[src/vpu_defs.svh]
`ifndef VPU_DEFS_SVH
`define VPU_DEFS_SVH

// operand word, ieee-754 single precision.
`define VPU_OPERAND_WIDTH    32

// one valid bit per source read port.
`define VPU_SRAM_R_PORT_CNT  3

`define VPU_CMP_LATENCY      2
`define VPU_DST_ADDR_WIDTH   8

`endif

[src/vpu_fp_pkg.sv]
`include "vpu_defs.svh"

package vpu_fp_pkg;

    // field view of a single precision word.
    typedef struct packed {
        logic        sign;
        logic [7:0]  exponent;
        logic [22:0] mantissa;
    } fp32_fields_t;

    // same word, seen as raw bits or as fields.
    typedef union packed {
        logic [`VPU_OPERAND_WIDTH-1:0] raw;
        fp32_fields_t                  f;
    } fp32_t;

endpackage

[src/vpu_ctrl_pkg.sv]
package vpu_ctrl_pkg;

    // max over op_0/op_1, or over all three.
    typedef enum logic {
        MODE_MAX2 = 1'b0,
        MODE_MAX3 = 1'b1
    } op_mode_t;

    // source operand index, 0 to 2.
    typedef logic [1:0] op_idx_t;

endpackage

[src/vpu_operand_if.sv]
`timescale 1ns/1ns

interface vpu_operand_if
    import vpu_fp_pkg::*, vpu_ctrl_pkg::*;
    ();

    logic     valid;                    // one cycle per item.
    fp32_t    a;
    fp32_t    b;
    fp32_t    c;                        // third operand, rides along.
    op_mode_t mode;
    op_idx_t  idx_a;
    op_idx_t  idx_b;

    modport src (
        output valid, a, b, c, mode, idx_a, idx_b
    );

    modport sink (
        input  valid, a, b, c, mode, idx_a, idx_b
    );

endinterface

[src/vpu_src_port.sv]
`timescale 1ns/1ns
`include "vpu_defs.svh"

module vpu_src_port
    import vpu_fp_pkg::*, vpu_ctrl_pkg::*;
(
    input  logic                            clk,
    input  logic                            rst_n,
    input  fp32_t                           op_0,
    input  fp32_t                           op_1,
    input  fp32_t                           op_2,
    input  logic [`VPU_SRAM_R_PORT_CNT-1:0] op_valid,
    input  logic                            start,
    output logic                            reject,
    vpu_operand_if.src                      out
);

    logic well_formed;
    logic bad_q;

    // op_0 and op_1 are mandatory.
    assign well_formed = op_valid[0] & op_valid[1];

    always_ff @(posedge clk) begin
        if (!rst_n) begin
            out.valid <= 1'b0;
            bad_q     <= 1'b0;
            reject    <= 1'b0;
        end else begin
            out.valid <= start & well_formed;
            bad_q     <= start & ~well_formed;
            reject    <= bad_q;                     // one cycle behind the item.
        end
    end

    always_ff @(posedge clk) begin
        if (start) begin
            out.a     <= op_0;
            out.b     <= op_1;
            out.c     <= op_2;
            out.mode  <= op_valid[`VPU_SRAM_R_PORT_CNT-1] ? MODE_MAX3 : MODE_MAX2;
            out.idx_a <= 2'd0;
            out.idx_b <= 2'd1;
        end
    end

endmodule

[src/fp_cmp_stage.sv]
`timescale 1ns/1ns
`include "vpu_defs.svh"

module fp_cmp_stage
    import vpu_fp_pkg::*, vpu_ctrl_pkg::*;
(
    input  logic         clk,
    input  logic         rst_n,
    vpu_operand_if.sink  in,
    input  logic         bypass,
    vpu_operand_if.src   out
);

    logic [`VPU_CMP_LATENCY-1:0]   vld_sr;
    logic [`VPU_OPERAND_WIDTH-1:0] key_a_q;
    logic [`VPU_OPERAND_WIDTH-1:0] key_b_q;
    logic                          nan_a_q;
    logic                          nan_b_q;
    logic                          byp_q;
    fp32_t                         a_q;
    fp32_t                         b_q;
    fp32_t                         c_q;
    op_mode_t                      mode_q;
    op_idx_t                       idx_a_q;
    op_idx_t                       idx_b_q;
    logic                          a_wins;

    function automatic logic is_nan(input fp32_t v);
        return (v.f.exponent == 8'hff) && (v.f.mantissa != '0);
    endfunction

    // unsigned key that orders like the float value.
    function automatic logic [`VPU_OPERAND_WIDTH-1:0] sort_key(input fp32_t v);
        if (v.f.exponent == '0 && v.f.mantissa == '0)
            return {1'b1, {(`VPU_OPERAND_WIDTH-1){1'b0}}};  // both zeros map to +0.
        else if (v.f.sign)
            return {1'b0, ~v.raw[`VPU_OPERAND_WIDTH-2:0]};
        else
            return {1'b1, v.raw[`VPU_OPERAND_WIDTH-2:0]};
    endfunction

    always_ff @(posedge clk) begin
        if (!rst_n) begin
            vld_sr <= '0;
        end else begin
            vld_sr <= {vld_sr[`VPU_CMP_LATENCY-2:0], in.valid};
        end
    end

    assign out.valid = vld_sr[`VPU_CMP_LATENCY-1];

    // decode.
    always_ff @(posedge clk) begin
        if (in.valid) begin
            key_a_q <= sort_key(in.a);
            key_b_q <= sort_key(in.b);
            nan_a_q <= is_nan(in.a);
            nan_b_q <= is_nan(in.b);
            byp_q   <= bypass;
            a_q     <= in.a;
            b_q     <= in.b;
            c_q     <= in.c;
            mode_q  <= in.mode;
            idx_a_q <= in.idx_a;
            idx_b_q <= in.idx_b;
        end
    end

    // a sits at the lower index, so it keeps ties and nan pairs.
    assign a_wins = byp_q | nan_b_q | (~nan_a_q & (key_a_q >= key_b_q));

    // resolve.
    always_ff @(posedge clk) begin
        if (vld_sr[0]) begin
            out.a     <= a_wins ? a_q : b_q;
            out.idx_a <= a_wins ? idx_a_q : idx_b_q;
            out.b     <= a_wins ? b_q : a_q;        // loser.
            out.idx_b <= a_wins ? idx_b_q : idx_a_q;
            out.c     <= c_q;
            out.mode  <= mode_q;
        end
    end

endmodule

[src/vpu_fp_max.sv]
`timescale 1ns/1ns

module vpu_fp_max
    import vpu_fp_pkg::*, vpu_ctrl_pkg::*;
(
    input  logic        clk,
    input  logic        rst_n,
    vpu_operand_if.sink in,
    output logic        res_valid,
    output fp32_t       res_value,
    output op_idx_t     res_idx
);

    vpu_operand_if c0_out ();
    vpu_operand_if s2 ();
    vpu_operand_if s3 ();

    logic skip_third;

    // op_0 against op_1.
    fp_cmp_stage cmp_0 (
        .clk    (clk),
        .rst_n  (rst_n),
        .in     (in),
        .bypass (1'b0),
        .out    (c0_out)
    );

    // winner so far against op_2.
    assign s2.valid = c0_out.valid;
    assign s2.a     = c0_out.a;
    assign s2.idx_a = c0_out.idx_a;
    assign s2.b     = c0_out.c;
    assign s2.idx_b = 2'd2;
    assign s2.c     = c0_out.c;
    assign s2.mode  = c0_out.mode;

    // two-operand items still pass cmp_1, so latency stays fixed.
    assign skip_third = (s2.mode == MODE_MAX2);

    fp_cmp_stage cmp_1 (
        .clk    (clk),
        .rst_n  (rst_n),
        .in     (s2),
        .bypass (skip_third),
        .out    (s3)
    );

    assign res_valid = s3.valid;
    assign res_value = s3.a;
    assign res_idx   = s3.idx_a;

endmodule

[src/vpu_dst_port.sv]
`timescale 1ns/1ns
`include "vpu_defs.svh"

module vpu_dst_port
    import vpu_ctrl_pkg::*;
(
    input  logic                           clk,
    input  logic                           rst_n,
    input  logic                           clear,
    input  logic                           res_valid,
    input  logic [`VPU_OPERAND_WIDTH-1:0]  res_value,
    input  op_idx_t                        res_idx,
    output logic [`VPU_OPERAND_WIDTH-1:0]  result,
    output op_idx_t                        result_idx,
    output logic [`VPU_DST_ADDR_WIDTH-1:0] wr_addr,
    output logic                           wr_en
);

    logic [`VPU_DST_ADDR_WIDTH-1:0] addr_cnt;
    logic [`VPU_DST_ADDR_WIDTH-1:0] addr_now;

    // clear takes effect on a result in the same cycle.
    assign addr_now = clear ? '0 : addr_cnt;

    always_ff @(posedge clk) begin
        if (!rst_n) begin
            addr_cnt <= '0;
            wr_addr  <= '0;
            wr_en    <= 1'b0;
        end else begin
            wr_en <= res_valid;
            if (res_valid) begin
                wr_addr  <= addr_now;
                addr_cnt <= addr_now + 1'b1;        // wraps at 256.
            end else if (clear) begin
                addr_cnt <= '0;
            end
        end
    end

    always_ff @(posedge clk) begin
        if (res_valid) begin
            result     <= res_value;
            result_idx <= res_idx;
        end
    end

endmodule

[src/vpu_fp_max_top.sv]
`timescale 1ns/1ns
`include "vpu_defs.svh"

module vpu_fp_max_top
    import vpu_fp_pkg::*;
(
    input  logic                            clk,
    input  logic                            rst_n,
    input  logic [`VPU_OPERAND_WIDTH-1:0]   op_0,
    input  logic [`VPU_OPERAND_WIDTH-1:0]   op_1,
    input  logic [`VPU_OPERAND_WIDTH-1:0]   op_2,
    input  logic [`VPU_SRAM_R_PORT_CNT-1:0] op_valid,
    input  logic                            start,
    input  logic                            clear,
    output logic [`VPU_OPERAND_WIDTH-1:0]   result,
    output logic [1:0]                      result_idx,
    output logic [`VPU_DST_ADDR_WIDTH-1:0]  wr_addr,
    output logic                            wr_en,
    output logic                            reject
);

    vpu_operand_if s1 ();

    logic       max_valid;
    fp32_t      max_value;
    logic [1:0] max_idx;

    vpu_src_port u_src_port (
        .clk      (clk),
        .rst_n    (rst_n),
        .op_0     (op_0),
        .op_1     (op_1),
        .op_2     (op_2),
        .op_valid (op_valid),
        .start    (start),
        .reject   (reject),
        .out      (s1)
    );

    vpu_fp_max u_fp_max (
        .clk       (clk),
        .rst_n     (rst_n),
        .in        (s1),
        .res_valid (max_valid),
        .res_value (max_value),
        .res_idx   (max_idx)
    );

    vpu_dst_port u_dst_port (
        .clk        (clk),
        .rst_n      (rst_n),
        .clear      (clear),
        .res_valid  (max_valid),
        .res_value  (max_value),
        .res_idx    (max_idx),
        .result     (result),
        .result_idx (result_idx),
        .wr_addr    (wr_addr),
        .wr_en      (wr_en)
    );

endmodule

[config.mk]
export PLATFORM = sky130hd
export DESIGN_NAME = vpu_fp_max_top
export DESIGN_NICKNAME = d
export VERILOG_FILES = /design/src/vpu_fp_pkg.sv /design/src/vpu_ctrl_pkg.sv /design/src/vpu_operand_if.sv /design/src/vpu_src_port.sv /design/src/fp_cmp_stage.sv /design/src/vpu_fp_max.sv /design/src/vpu_dst_port.sv /design/src/vpu_fp_max_top.sv
export VERILOG_INCLUDE_DIRS = /design/src /design/src/src
export SDC_FILE = /design/constraint.sdc
export NUM_CORES = 1
export LEC_CHECK = 0
export BUFFER_PORTS_ARGS = -buffer_cell sky130_fd_sc_hd__buf_4
export CAP_MARGIN = 30
export CORE_AREA = 4 4 268 204
export CTS_BUF_LIST = sky130_fd_sc_hd__clkbuf_8
export DETAILED_ROUTE_END_ITERATION = 8
export DIE_AREA = 0 0 272 208
export PLACE_DENSITY = 0.79
export SETUP_SLACK_MARGIN = 0.4
export SLEW_MARGIN = 20
export SYNTH_ARGS = -nofsm -noshare
export SYNTH_HDL_FRONTEND = slang
export SYNTH_HIERARCHICAL = 1
export SYNTH_SLANG_ARGS = --single-unit
[constraint.sdc]
create_clock -name clk -period 11.35 [get_ports clk]
set_input_delay 0.5675 -clock clk [delete_from_list [all_inputs] [get_ports clk]]
set_output_delay 0.5675 -clock clk [all_outputs]
set_load 0.05 [all_outputs]
==> results_dict.tcl <==
set metrics [dict create \
    chipHeight_um 208 \
    cts_htree_levels 3 \
    min_path_type "primary input to flip-flop" \
    cts.path.max_buffers 3 \
    min_from "op_0[1]" \
    wl_per_cell_um 18.7 \
    grt_pass1_vias 13900 \
    cts_buffers 87 \
    grt_antenna_before_repair 0 \
    drv_cap 0 \
    required_ns 11.73 \
    power.total_mw 4.07 \
    r2r_setup_slack_ns 8.36 \
    crit_type "flip-flop to flip-flop" \
    final_nets 1997 \
    hpwl_um 31900 \
    worstReg2RegEnd "u_fp_max/cmp_0/out.a[9]$_DFFE_PP_" \
    busiest_layer "met2" \
    r2r-start "u_fp_max/cmp_0/key_a_q[21]$_SDFFCE_PP0P_" \
    num_rows 73 \
    antenna_left 0 \
    die_x_um 272 \
    r2r.worst_path.cells 8 \
    path_clk_slew_ns 0.07 \
    area_growth_pct 13.9 \
    holdPathStages 1 \
    synthCells 1691 \
    fin_crit_ns 2.99 \
    rsz0062_at_grt "no" \
    grtUsageMet1_pct 24.9 \
    synth_area_um2 23700 \
    cts-root-buf "clkbuf_8" \
    drv_slew 0 \
    grt_pass1_wl_um 76600 \
    clock.fmax_mhz 335 \
    peakVddDrop_mv 0.0852 \
    path_max_fanout 45 \
    grt_max_degree 88 \
    final_cell_mix "edfxtp_1 (535), buf_4 (161), nand2_1 (153), nor2_1 (140), xnor2_1 (125)" \
    cts_tree "yes" \
    track_usage_pct 17.0 \
    hold_end "u_src_port/out.a[1]$_DFFE_PP_" \
    fill_cells 4252 \
    status "complete, no violations" \
    postCtsSetupBuffers 0 \
    drt_iter0_markers 1586 \
    worst_slew_pin_slew_ns 0.932 \
    n_antenna_cell 0 \
    cts-resized-gates 0 \
    placed_area_um2 25400 \
    total_leakage_power_nw 9.48 \
    synth_area_per_cell_um2 14.0 \
    cts_sinks 559 \
    initial_core_util_pct 45.3 \
    vias 14100 \
    arrival_ns 3.37 \
    hold_buffers 0 \
    period_share_pct 26.3 \
    startpoint_type "flip-flop" \
    use_met2_pct 25.4 \
    fp.coreArea_um2 52300 \
    overflow 0 \
    p_per_area_nw_per_um2 151 \
    yosys_warnings 6 \
    drtPass1Iterations 6 \
    clk_latency_ns 0.68 \
    use_met3_pct 3.80 \
    fin_skew_ns 0.0343 \
    worstSetupEndpointType "flip-flop" \
    setup_tns_ns 0 \
    ios 147 \
    via_per_inst 5.41 \
    finalWirelength_um 48800 \
    drc_errors 0 \
    numPortBuffers 146 \
    place_congestion 0.893 \
    slew_headroom_pct 37.9 \
    drive_gt1_share_pct 16.3 \
    dieArea_um2 56600 \
    design_area_um2 27000 \
    hold_viol 0 \
    layout_commonest_cell "edfxtp_1" \
    setup_violations 0 \
]
## worst max-delay path, stage by stage (launching register included)
cell and delay (ns):
edfxtp_1 0.40, ha_1 0.35, a21oi_1 0.19, o21ai_0 0.14
a221o_1 0.32, a211o_2 0.51, buf_12 0.27, a221oi_1 0.32
o311ai_1 0.17
## layer usage
layer	routed length, um	part of all wire (%)
met2	21700	45
met1	22200	45
met3	3660	7.5
met5	0	0
met4	1230	2.5
## report_power, final
part	switching (mW)	total [mW]	internal (mW)
logic	0.0905	0.169	0.0786
registers	0.0467	2.37	2.33
clock network	0.781	1.53	0.752
total	0.918	4.07	3.16
## area by class of cell
| type | count | area [um^2] | area share, % |
|---|---|---|---|
| sequential | 559 | 16600 | 61.3 |
| multi-input combinational | 946 | 6420 | 23.8 |
| timing repair buffer | 166 | 1310 | 4.85 |
| clock buffer | 88 | 1210 | 4.49 |
| tap | 712 | 891 | 3.30 |
| clock inverter | 68 | 350 | 1.30 |
| inverter | 69 | 259 | 0.960 |
## worst max path at each step
| stage | startpoint | endpoint | slack [ns] |
|---|---|---|---|
| finish | u_fp_max/cmp_0/key_a_q[21]$_SDFFCE_PP0P_ | u_fp_max/cmp_0/out.a[9]$_DFFE_PP_ | 8.36 |
| global route | u_fp_max/cmp_1/key_b_q[30]$_SDFFCE_PP0P_ | u_fp_max/cmp_1/out.a[0]$_DFFE_PP_ | 8.20 |
| CTS | u_fp_max/cmp_1/key_a_q[30]$_SDFFCE_PP0P_ | u_fp_max/cmp_1/out.a[0]$_DFFE_PP_ | 8.41 |
| detailed placement | u_fp_max/cmp_1/key_a_q[29]$_SDFFCE_PP0P_ | u_fp_max/cmp_1/out.a[0]$_DFFE_PP_ | 8.42 |
| global placement | u_fp_max/cmp_0/key_a_q[11]$_SDFFCE_PP0P_ | u_fp_max/cmp_0/out.a[1]$_DFFE_PP_ | 8.28 |
| floorplan | u_src_port/out.valid$_SDFF_PN0_ | u_fp_max/cmp_0/a_q[0]$_DFFE_PP_ | 6.84 |
## metrics by stage
stage	worst slack (ns)	cells	hold slack, ns	utilization (%)
after floorplan	6.84	1694	0.400	-
after global placement	8.28	2447	0.404	48.4
after detailed placement	8.42	2450	0.405	48.5
after CTS	8.41	2606	0.00511	51.5
after global routing	8.20	2608	0.00131	51.6
final	8.36	2608	0.0642	51.6
Note: power is estimated with default switching activity, not from simulation.
